==> src/hw/thorDecodePkg.sv <==
`default_nettype none

package thorDecodePkg;

	// Architectural register number
	typedef logic [5:0] RegIdx;

	// Full machine word
	typedef logic [63:0] Value;

	// Access width named after the ISA size letters
	typedef enum logic [1:0] {
		byt   = 2'd0,
		wyde  = 2'd1,
		tetra = 2'd2,
		octa  = 2'd3
	} MemSize;

endpackage

`default_nettype wire

==> src/hw/thorIsaPkg.sv <==
`default_nettype none

package thorIsaPkg;

	// ====================
	// Opcodes
	// ====================
	localparam logic [7:0] NOP   = 8'h00;
	localparam logic [7:0] R3    = 8'h03;
	localparam logic [7:0] ADDI  = 8'h04;
	localparam logic [7:0] ANDI  = 8'h08;
	localparam logic [7:0] ORI   = 8'h09;
	localparam logic [7:0] ADDIL = 8'h44;
	localparam logic [7:0] LDB   = 8'h80;
	localparam logic [7:0] LDW   = 8'h82;
	localparam logic [7:0] LDO   = 8'h86;
	localparam logic [7:0] STB   = 8'h90;
	localparam logic [7:0] STW   = 8'h91;
	localparam logic [7:0] STO   = 8'h93;
	localparam logic [7:0] JEQ   = 8'h26;
	localparam logic [7:0] JNE   = 8'h27;
	localparam logic [7:0] JMP   = 8'h20;
	localparam logic [7:0] EXI23 = 8'h52;

	// Register 0 always reads as zero
	localparam logic [5:0] REG_ZERO = 6'd0;

	// ====================
	// Instruction formats
	// ====================
	typedef struct packed {
		logic [38:0] rest;
		logic        vec;
		logic [7:0]  opcode;
	} AnyFmt;

	typedef struct packed {
		logic [7:0] func;
		logic [6:0] pad;
		logic [5:0] Rc;
		logic [5:0] Rb;
		logic [5:0] Ra;
		logic [5:0] Rt;
		logic       vec;
		logic [7:0] opcode;
	} R3Fmt;

	typedef struct packed {
		logic [10:0] pad;
		logic [15:0] imm;
		logic [5:0]  Ra;
		logic [5:0]  Rt;
		logic        vec;
		logic [7:0]  opcode;
	} RiFmt;

	typedef struct packed {
		logic [22:0] imm;
		logic [9:0]  pad;
		logic [5:0]  Rt;
		logic        vec;
		logic [7:0]  opcode;
	} RilFmt;

	typedef struct packed {
		logic [23:0] disp;
		logic [2:0]  pad;
		logic [5:0]  Ra;
		logic [5:0]  Rt;
		logic        vec;
		logic [7:0]  opcode;
	} LdFmt;

	// Store data register sits where a load puts its target
	typedef struct packed {
		logic [23:0] disp;
		logic [2:0]  pad;
		logic [5:0]  Ra;
		logic [5:0]  Rs;
		logic        vec;
		logic [7:0]  opcode;
	} StFmt;

	typedef struct packed {
		logic [20:0] tgt;
		logic [5:0]  Rb;
		logic [5:0]  Ra;
		logic [5:0]  pad;
		logic        vec;
		logic [7:0]  opcode;
	} JxxFmt;

	typedef struct packed {
		logic [38:0] tgt;
		logic        vec;
		logic [7:0]  opcode;
	} JmpFmt;

	typedef struct packed {
		logic [15:0] pad;
		logic [22:0] ext;
		logic        vec;
		logic [7:0]  opcode;
	} PfxFmt;

	typedef union packed {
		AnyFmt any;
		R3Fmt  r3;
		RiFmt  ri;
		RilFmt ril;
		LdFmt  ld;
		StFmt  st;
		JxxFmt jxx;
		JmpFmt jmp;
		PfxFmt pfx;
	} Instruction;

endpackage

`default_nettype wire

==> src/hw/thorCtrlDecode.sv <==
`timescale 1ns/10ps
`default_nettype none

module thorCtrlDecode
	import thorIsaPkg::*, thorDecodePkg::*;
(
	input  Instruction ir,
	output RegIdx      Ra,
	output RegIdx      Rb,
	output RegIdx      Rc,
	output RegIdx      Rt,
	output logic       rfwr,
	output logic       hasImm,
	output logic       ld,
	output logic       st,
	output logic       jxx,
	output logic       jmp,
	output logic       multiCycle,
	output MemSize     memsz
);

	// ====================
	// Register fields
	// ====================
	always_comb
	begin
		Ra = ir.r3.Ra;
		Rb = ir.r3.Rb;

		// Stores carry their data register in the Rt slot
		case (ir.any.opcode)
			STB, STW, STO:
				Rc = ir.st.Rs;
			default:
				Rc = ir.r3.Rc;
		endcase

		case (ir.any.opcode)
			STB, STW, STO, JEQ, JNE, JMP:
				Rt = REG_ZERO;
			default:
				Rt = ir.r3.Rt;
		endcase
	end

	// ====================
	// Class flags
	// ====================
	always_comb
	begin
		case (ir.any.opcode)
			R3, ADDI, ANDI, ORI, ADDIL, LDB, LDW, LDO:
				rfwr = 1'b1;
			default:
				rfwr = 1'b0;
		endcase

		case (ir.any.opcode)
			ADDI, ANDI, ORI, ADDIL, LDB, LDW, LDO, STB, STW, STO:
				hasImm = 1'b1;
			default:
				hasImm = 1'b0;
		endcase

		case (ir.any.opcode)
			LDB, LDW, LDO:
				ld = 1'b1;
			default:
				ld = 1'b0;
		endcase

		case (ir.any.opcode)
			STB, STW, STO:
				st = 1'b1;
			default:
				st = 1'b0;
		endcase

		// Memory ops need the load/store unit for more than one cycle
		multiCycle = ld | st;

		jxx = (ir.any.opcode == JEQ) || (ir.any.opcode == JNE);
		jmp = (ir.any.opcode == JMP);
	end

	// Access size
	always_comb
	begin
		case (ir.any.opcode)
			LDB, STB:
				memsz = byt;
			LDW, STW:
				memsz = wyde;
			default:
				memsz = octa;
		endcase
	end

endmodule

`default_nettype wire

==> src/hw/thorDecodeMerge.sv <==
`timescale 1ns/10ps
`default_nettype none

module thorDecodeMerge
	import thorIsaPkg::*, thorDecodePkg::*;
(
	input  logic   clk,
	input  logic   rst,
	input  logic   irValid,
	input  RegIdx  Ra,
	input  RegIdx  Rb,
	input  RegIdx  Rc,
	input  RegIdx  Rt,
	input  logic   rfwr,
	input  logic   hasImm,
	input  logic   ld,
	input  logic   st,
	input  MemSize memsz,
	input  logic   jxx,
	input  logic   jmp,
	input  logic   multiCycle,
	input  Value   imm,
	input  logic   xirIsPostfix,
	output logic   decoValid,
	output RegIdx  decoRa,
	output RegIdx  decoRb,
	output RegIdx  decoRc,
	output RegIdx  decoRt,
	output logic   decoRfwr,
	output logic   decoMem,
	output logic   decoLd,
	output logic   decoSt,
	output MemSize decoMemsz,
	output logic   decoBranch,
	output logic   decoJmp,
	output logic   decoMultiCycle,
	output Value   decoImm,
	output logic   decoPostfixUsed
);

	logic rfwrEff;
	logic postfixUsed;

	// Writes to r0 are discarded
	assign rfwrEff = rfwr && (Rt != REG_ZERO);
	// Fetch skips the next word when the postfix was consumed
	assign postfixUsed = xirIsPostfix & hasImm;

	// ====================
	// Output register
	// ====================
	always_ff @(posedge clk)
	begin
		if (rst)
		begin
			decoValid <= 1'b0;
			decoRa <= '0;
			decoRb <= '0;
			decoRc <= '0;
			decoRt <= '0;
			decoRfwr <= 1'b0;
			decoMem <= 1'b0;
			decoLd <= 1'b0;
			decoSt <= 1'b0;
			decoMemsz <= byt;
			decoBranch <= 1'b0;
			decoJmp <= 1'b0;
			decoMultiCycle <= 1'b0;
			decoImm <= '0;
			decoPostfixUsed <= 1'b0;
		end
		else
		begin
			decoValid <= irValid;
			// Fields hold their last value between strobes
			if (irValid)
			begin
				decoRa <= Ra;
				decoRb <= Rb;
				decoRc <= Rc;
				decoRt <= Rt;
				decoRfwr <= rfwrEff;
				decoMem <= ld | st;
				decoLd <= ld;
				decoSt <= st;
				decoMemsz <= memsz;
				decoBranch <= jxx;
				decoJmp <= jmp;
				decoMultiCycle <= multiCycle;
				decoImm <= imm;
				decoPostfixUsed <= postfixUsed;
			end
		end
	end

endmodule

`default_nettype wire

==> src/hw/thorDecoder.sv <==
`timescale 1ns/10ps
`default_nettype none

module thorDecoder
	import thorIsaPkg::*, thorDecodePkg::*;
(
	input  logic       clk,
	input  logic       rst,
	input  logic       irValid,
	input  Instruction ir,
	input  Instruction xir,
	output logic       decoValid,
	output RegIdx      decoRa,
	output RegIdx      decoRb,
	output RegIdx      decoRc,
	output RegIdx      decoRt,
	output logic       decoRfwr,
	output logic       decoMem,
	output logic       decoLd,
	output logic       decoSt,
	output MemSize     decoMemsz,
	output logic       decoBranch,
	output logic       decoJmp,
	output logic       decoMultiCycle,
	output Value       decoImm,
	output logic       decoPostfixUsed
);

	RegIdx  ctrlRa;
	RegIdx  ctrlRb;
	RegIdx  ctrlRc;
	RegIdx  ctrlRt;
	logic   ctrlRfwr;
	logic   ctrlHasImm;
	logic   ctrlLd;
	logic   ctrlSt;
	logic   ctrlJxx;
	logic   ctrlJmp;
	logic   ctrlMultiCycle;
	MemSize ctrlMemsz;
	Value   immVal;
	logic   immXirIsPostfix;

	// Control and immediate decode run in parallel off the same word
	thorCtrlDecode ctrl0 (
		.ir(ir),
		.Ra(ctrlRa),
		.Rb(ctrlRb),
		.Rc(ctrlRc),
		.Rt(ctrlRt),
		.rfwr(ctrlRfwr),
		.hasImm(ctrlHasImm),
		.ld(ctrlLd),
		.st(ctrlSt),
		.jxx(ctrlJxx),
		.jmp(ctrlJmp),
		.multiCycle(ctrlMultiCycle),
		.memsz(ctrlMemsz)
	);

	thorImmGen imm0 (
		.ir(ir),
		.xir(xir),
		.imm(immVal),
		.xirIsPostfix(immXirIsPostfix)
	);

	thorDecodeMerge merge0 (
		.clk(clk),
		.rst(rst),
		.irValid(irValid),
		.Ra(ctrlRa),
		.Rb(ctrlRb),
		.Rc(ctrlRc),
		.Rt(ctrlRt),
		.rfwr(ctrlRfwr),
		.hasImm(ctrlHasImm),
		.ld(ctrlLd),
		.st(ctrlSt),
		.memsz(ctrlMemsz),
		.jxx(ctrlJxx),
		.jmp(ctrlJmp),
		.multiCycle(ctrlMultiCycle),
		.imm(immVal),
		.xirIsPostfix(immXirIsPostfix),
		.decoValid(decoValid),
		.decoRa(decoRa),
		.decoRb(decoRb),
		.decoRc(decoRc),
		.decoRt(decoRt),
		.decoRfwr(decoRfwr),
		.decoMem(decoMem),
		.decoLd(decoLd),
		.decoSt(decoSt),
		.decoMemsz(decoMemsz),
		.decoBranch(decoBranch),
		.decoJmp(decoJmp),
		.decoMultiCycle(decoMultiCycle),
		.decoImm(decoImm),
		.decoPostfixUsed(decoPostfixUsed)
	);

endmodule

`default_nettype wire

==> src/hw/thorImmGen.sv <==
`timescale 1ns/10ps
`default_nettype none

module thorImmGen
	import thorDecodePkg::*;
(
	input  thorIsaPkg::Instruction ir,
	input  thorIsaPkg::Instruction xir,
	output Value                   imm,
	output logic                   xirIsPostfix
);

	logic [7:0] opcode;
	logic       isBranch;
	Value       baseImm;

	assign opcode = ir.any.opcode;
	assign isBranch = (opcode == thorIsaPkg::JEQ) || (opcode == thorIsaPkg::JNE)
		|| (opcode == thorIsaPkg::JMP);
	assign xirIsPostfix = (xir.any.opcode == thorIsaPkg::EXI23);

	// ====================
	// Base immediate
	// ====================
	always_comb
	begin
		case (opcode)
			thorIsaPkg::ADDI:
				baseImm = {{48{ir.ri.imm[15]}}, ir.ri.imm};
			// Ones on the left keep the upper bits under AND
			thorIsaPkg::ANDI:
				baseImm = {{48{1'b1}}, ir.ri.imm};
			thorIsaPkg::ORI:
				baseImm = {48'd0, ir.ri.imm};
			thorIsaPkg::ADDIL:
				baseImm = {{41{ir.ril.imm[22]}}, ir.ril.imm};
			thorIsaPkg::LDB, thorIsaPkg::LDW, thorIsaPkg::LDO:
				baseImm = {{40{ir.ld.disp[23]}}, ir.ld.disp};
			thorIsaPkg::STB, thorIsaPkg::STW, thorIsaPkg::STO:
				baseImm = {{40{ir.st.disp[23]}}, ir.st.disp};
			// Targets count half-words
			thorIsaPkg::JEQ, thorIsaPkg::JNE:
				baseImm = {{42{ir.jxx.tgt[20]}}, ir.jxx.tgt, 1'b0};
			thorIsaPkg::JMP:
				baseImm = {{24{ir.jmp.tgt[38]}}, ir.jmp.tgt, 1'b0};
			default:
				baseImm = '0;
		endcase
	end

	// Postfix replaces everything above bit 22
	always_comb
	begin
		if (xirIsPostfix && !isBranch)
			imm = {{18{xir.pfx.ext[22]}}, xir.pfx.ext, baseImm[22:0]};
		else
			imm = baseImm;
	end

endmodule

`default_nettype wire

==> config.mk <==
export PLATFORM = sky130hd
export DESIGN_NAME = thorDecoder
export DESIGN_NICKNAME = d
export VERILOG_FILES = /design/src/hw/thorDecodePkg.sv /design/src/hw/thorIsaPkg.sv /design/src/hw/thorCtrlDecode.sv /design/src/hw/thorDecodeMerge.sv /design/src/hw/thorDecoder.sv /design/src/hw/thorImmGen.sv
export SDC_FILE = /design/constraint.sdc
export NUM_CORES = 1
export LEC_CHECK = 0
export CAP_MARGIN = 20
export CORE_ASPECT_RATIO = 1.5
export CORE_MARGIN = 5
export CORE_UTILIZATION = 60
export CTS_BUF_LIST = sky130_fd_sc_hd__clkbuf_2
export DETAILED_ROUTE_END_ITERATION = 10
export DONT_BUFFER_PORTS = 1
export PLACE_DENSITY_LB_ADDON = 0.25
export SYNTH_ARGS = -nofsm -noshare
export SYNTH_HDL_FRONTEND = slang
export SYNTH_HIERARCHICAL = 1
export SYNTH_SLANG_ARGS = --single-unit
==> constraint.sdc <==
create_clock -name clk -period 2.4 [get_ports clk]
set_input_delay 0.24 -clock clk [delete_from_list [all_inputs] [get_ports clk]]
set_output_delay 0.24 -clock clk [all_outputs]
set_load 0.05 [all_outputs]
---- Word-level counts from Yosys, hierarchy flattened ----
Cells that the tools add are included.
storage, ports and cells
  register bits ........................... 98
  input port bits ......................... 99
  output and inout port bits .............. 99
cells by class
  equal/unequal tests ..................... 15
  multiplexer cells ....................... 9
  bitwise gates (word level) .............. 2
  reductions and logical operators ........ 15
operator list
  operator                                                          number
  64-bit one-hot mux with 7 select lines                            1
  64-bit two-way mux                                                1
  8-bit == test (second input constant)                             6
  8-bit by 6-bit == test with 1-bit output (second input constant)  3
  8-bit by 4-bit == test with 1-bit output (second input constant)  2
  8-bit by 7-bit == test with 1-bit output (second input constant)  2
  6-bit two-way mux                                                 2
  6-bit OR reduction                                                2
  10-bit OR reduction                                               1
  8-bit by 2-bit == test with 1-bit output (second input constant)  1
  8-bit by 3-bit == test with 1-bit output (second input constant)  1
  8-bit OR reduction                                                1
  6-bit nonzero test                                                1
  2-bit OR reduction                                                3
  3-bit OR reduction                                                2
  1-bit two-way mux                                                 4
  2-bit one-hot mux with 2 select lines                             1
  1-bit logical AND                                                 2
  1-bit logical OR                                                  2
  1-bit AND                                                         1
  1-bit zero test                                                   1
  1-bit bitwise OR                                                  1

---- Depth between registers and ports, before layout ----
  depth in word-level cells ............... 6
  depth in mapped cells ................... 9
  mapped depth without buffers ............ 7

---- Hierarchy ----
Netlist, hierarchy kept.
by module, submodules not included
  module           times used  cells each  area an instance (um2)  seq. area each (um2)
  thorDecodeMerge  1           323         3477.1                  1981.9
  thorImmGen       1           197         1265.0                  0.0
  thorCtrlDecode   1           66          484.2                   0.0

---- Least setup slack after synthesis ----
Ideal clock, no wire load.
  path type ............................... input to register
  start ................................... input ir[4] (netlist bit)
  end ..................................... register merge0.decoImm[46]
  arrival time ............................ 2.257 ns
  path slack .............................. 0.078 ns
  cell stages on the path ................. 8
  path buffers ............................ 1
  cells stage by stage .................... or4b_4 > a211o_1 > o211a_1 > o21ai_1 > o21a_1 > buf_4 > mux2i_1 > nor2_1
between the ends
  longest elaborated chain between the ends .. 6
ends and longest elaborated chain
  item                                                                                            RTL line               text
  start: declaration                                                                              thorDecoder.sv:10      input Instruction ir,
  parallel branches: the longest is 5 deep, another holds 64-bit one-hot mux with 7 select lines  n/a
  64-bit two-way mux (*)                                                                          thorImmGen.sv:54       if (xirIsPostfix && !isBranch)
  net immVal[46]                                                                                  thorDecoder.sv:41      Value immVal;
  end signal: assignment                                                                          thorDecodeMerge.sv:90  decoImm <= imm;
  end: declaration                                                                                thorDecodeMerge.sv:37  output Value decoImm,
Mark *: on every way through the listed nets, which the timed path passes.
A chain may end at the register's enable or synchronous reset.

---- Worst setup path after layout ----
  start ................................... input ir[4] (netlist bit)
  end ..................................... register merge0.decoImm[13]
between the ends
  longest elaborated chain between the ends .. 4
ends and longest elaborated chain
  item                                                                       RTL line           text
  8-bit == test or 8-bit by 6-bit == test with 1-bit output (tied branches)  thorImmGen.sv:27   case (opcode)
  6-bit OR reduction (no line) or 2-bit OR reduction (tied branches)         n/a
  64-bit one-hot mux with 7 select lines (*)                                 thorImmGen.sv:27
  64-bit two-way mux (*)                                                     thorImmGen.sv:54
  net immVal[13]                                                             thorDecoder.sv:41
The timed path passes the listed nets; every way through them passes the cells marked *.

==> impl_metrics.tcl <==
set metrics [dict create \
    cp_top_family "buffers and inverters" \
    drv_cap 0 \
    pin_count 198 \
    overflow 0 \
    path_buf_inv 3 \
    fin_worst_skew_ps 0 \
    grt_max_degree 100 \
    cts-root-buf "clkbuf_2" \
    start_util_pct 61.74 \
    drc_errors 0 \
    core_area_mm2 0.008464 \
    vias 4789 \
    synth_edf_count 0 \
    track_usage_pct 30.79 \
    yosysTopAreaCellShare_pct 37.92 \
    hold_violations 0 \
    antenna_found_initial 2 \
    die_height_um 124.3 \
    tightest_slew_ps 1103 \
    vias_per_cell 6.335 \
    peakVddDrop_mv 0.5343 \
    synth_flop_cell "dfxtp_1" \
    ctsResizeCount 0 \
    dr.pass1.iters 7 \
    yosysTopAreaCell "dfxtp_1" \
    finalNetCount 740 \
    cts_max_path_buffers 2 \
    synthTopCellsByArea "dfxtp_1, mux2i_1, nor2_1" \
    worstSetupEndpointType "flip-flop" \
    row_count 41 \
    worstSetupPathType "input pin to flip-flop" \
    area_growth_pct 20.49 \
    min_path_type "input pin to flip-flop" \
    wl_per_cell_um 22.45 \
    synth.distinct_cells 50 \
    rsz0062_at_grt "false" \
    crit_path_top_delay_cell "dlygate4sd3_1" \
    cts_tree "built" \
    syn_area_mm2 0.005226 \
    status "completed" \
    setup_viol 0 \
    p_total_mw 3.354 \
    grt_pass1_wl_um 26300 \
    gp_congestion 0.9389 \
    synthCells 586 \
    syn_nets 685 \
    ys_warn_count 6 \
    clkTransAtPathRegs_ps 270 \
    postSynthAreaPerCell_um2 8.919 \
    cp_data_required_time_ps 2940 \
    port_buffers 0 \
    period_share_pct 97.31 \
    worst_ep_arrival_time_ps 2870 \
    fmax_ghz 0.4282 \
    min_period_ps 2335 \
    drive_gt1_share_pct 6.966 \
    routed_wl_um 16970 \
    dp_hpwl_um 9882 \
    yosysSeqAreaShare_pct 37.92 \
    async_flop_share_pct 0 \
    dieArea_mm2 0.01072 \
    clock_sinks 99 \
    insertion_delay_ps 570 \
    cts_buffers 9 \
    startpoint_type "input pin" \
    antenna_left 0 \
    num-fill-cells 622 \
    slowest_delay_ps 580 \
    crit_chain "or4b_4, nor2_1, buf_4, a222oi_1, dlygate4sd3_1, nand2_1, dlygate4sd3_1, mux2i_1, nor2_1" \
    leakage_nw 2.648 \
    slew_headroom_pct 25.99 \
    synth_seq_cells 99 \
    die_w_um 86.21 \
    slew_violations 0 \
    power.density_mw_per_mm2 532.7 \
    htreeDepth 3 \
    timing.setup.tns_ps 0 \
    grt_pass1_vias 4788 \
    hold_buffers 107 \
    path_max_fanout 22 \
    post_cts_buffers 0 \
    drt_iter0_drc 626 \
]
[cells by family after synthesis]
| logic type | after synthesis | synth area share (%) |
|---|---|---|
| DFF | 99 | 37.92 |
| muxes | 102 | 20.11 |
| and+or+nand+nor | 202 | 17.21 |
| AOI/OAI and AO/OA | 95 | 14.92 |
| buffers and inverters | 88 | 9.840 |
[metrics by stage]
step / cell area [um2] / worst slack (ps) / util [%] / hold WS, ps / std cells
after floorplan: 5226 / 77.58 / - / 468.7 / 586
after global placement: 4982 / 97.16 / 58.86 / 319.3 / 629
after detailed placement: 4982 / 67.94 / 58.86 / 320.4 / 629
after CTS: 6280 / 181.5 / 74.19 / 8.825 / 752
after global routing: 6297 / 20.47 / 74.40 / 10.63 / 756
final: 6297 / 64.67 / 74.40 / 43.50 / 756
[state kept, by name (all words and copies together), names as in the netlist]
| register | cells |
|---|---|
| merge0/decoImm | 64 |
| merge0/decoRa | 6 |
| merge0/decoRb | 6 |
| merge0/decoRc | 6 |
| merge0/decoRt | 6 |
| merge0/decoMemsz | 2 |
| merge0/decoBranch | 1 |
| merge0/decoJmp | 1 |
| merge0/decoLd | 1 |
| merge0/decoMem | 1 |
| merge0/decoMultiCycle | 1 |
| merge0/decoPostfixUsed | 1 |
| merge0/decoRfwr | 1 |
| merge0/decoSt | 1 |
| merge0/decoValid | 1 |
[final timing paths]
kind / startpoint / endpoint / slack (ps) / cells past startpoint
setup / recovery: ir[4] / merge0/decoImm[13]$_SDFFE_PP0P_ / 60 / 9
hold / removal: ir[41] / merge0/decoImm[33]$_SDFFE_PP0P_ / 40 / 4
hold reg to reg: merge0/decoPostfixUsed$_SDFFE_PP0P_ / merge0/decoPostfixUsed$_SDFFE_PP0P_ / 760 / 2
setup reg to reg: merge0/decoImm[7]$_SDFFE_PP0P_ / merge0/decoImm[7]$_SDFFE_PP0P_ / 670 / 3
[final cells by class]
class | instances | area [um2] | share of cell area (%)
timing repair buffer | 119 | 1199 | 19.03
clock inverter | 7 | 146.4 | 2.325
inverter | 13 | 48.80 | 0.7749
antenna | 3 | 7.507 | 0.1192
clock buffer | 9 | 45.04 | 0.7153
tap | 107 | 133.9 | 2.126
sequential | 99 | 1982 | 31.47
multi-input combinational | 399 | 2735 | 43.43
[layout by cell type (no fill, tap or decap), types with 2 or more instances in the layout]
cell type      instances
a211o_1                2
a211oi_1               8
a21oi_1                6
a221oi_1               6
a222oi_1              16
a22oi_1               21
a311oi_1              16
and3b_1                2
buf_16                 2
buf_4                 11
bufinv_16              4
clkbuf_2               9
dfxtp_1               99
diode_2                3
dlygate4sd3_1        106
inv_1                 13
inv_6                  2
mux2_4                 6
mux2i_1               96
nand2_1               46
nand2b_1               2
nand3_1                3
nand3b_1               3
nor2_1               123
nor2b_1                3
nor3_2                 2
nor3b_1                2
nor4bb_1               2
o211a_1                2
o21a_1                 7
o21ai_1                2
or3_1                  3
or4b_4                 2
[Yosys cell counts (6+ instances only)]
library cell  count
inv_1            13
a211oi_1          8
mux2_4            6
a222oi_1         16
buf_2            12
dfxtp_1          99
nand2_1          46
a221oi_1          6
o21a_1            7
clkbuf_1         20
a311oi_1         16
mux2i_1          96
a22oi_1          21
nor2_1          123
a21oi_1           6
buf_4            39
[where the power goes]
| group | total [mW] | internal [mW] | switching (mW) |
|---|---|---|---|
| clock | 1.16 | 0.563 | 0.600 |
| sequential | 1.84 | 1.69 | 0.157 |
| combinational | 0.348 | 0.183 | 0.165 |
[worst reg2reg max path, stage by stage (launching register included)]
cell and delay [ps]:
dfxtp_1 800, mux2i_1 180, dlygate4sd3_1 610, nor2_1 110
[per-layer routing]
layer / GRT usage (%) / wire length (um)
met1: 34.74 / 5950
met4: 15.60 / 806
met2: 51.29 / 8337
met3: 9.596 / 1877
met5: 0 / 0
Power figures use the tool's default switching activity.
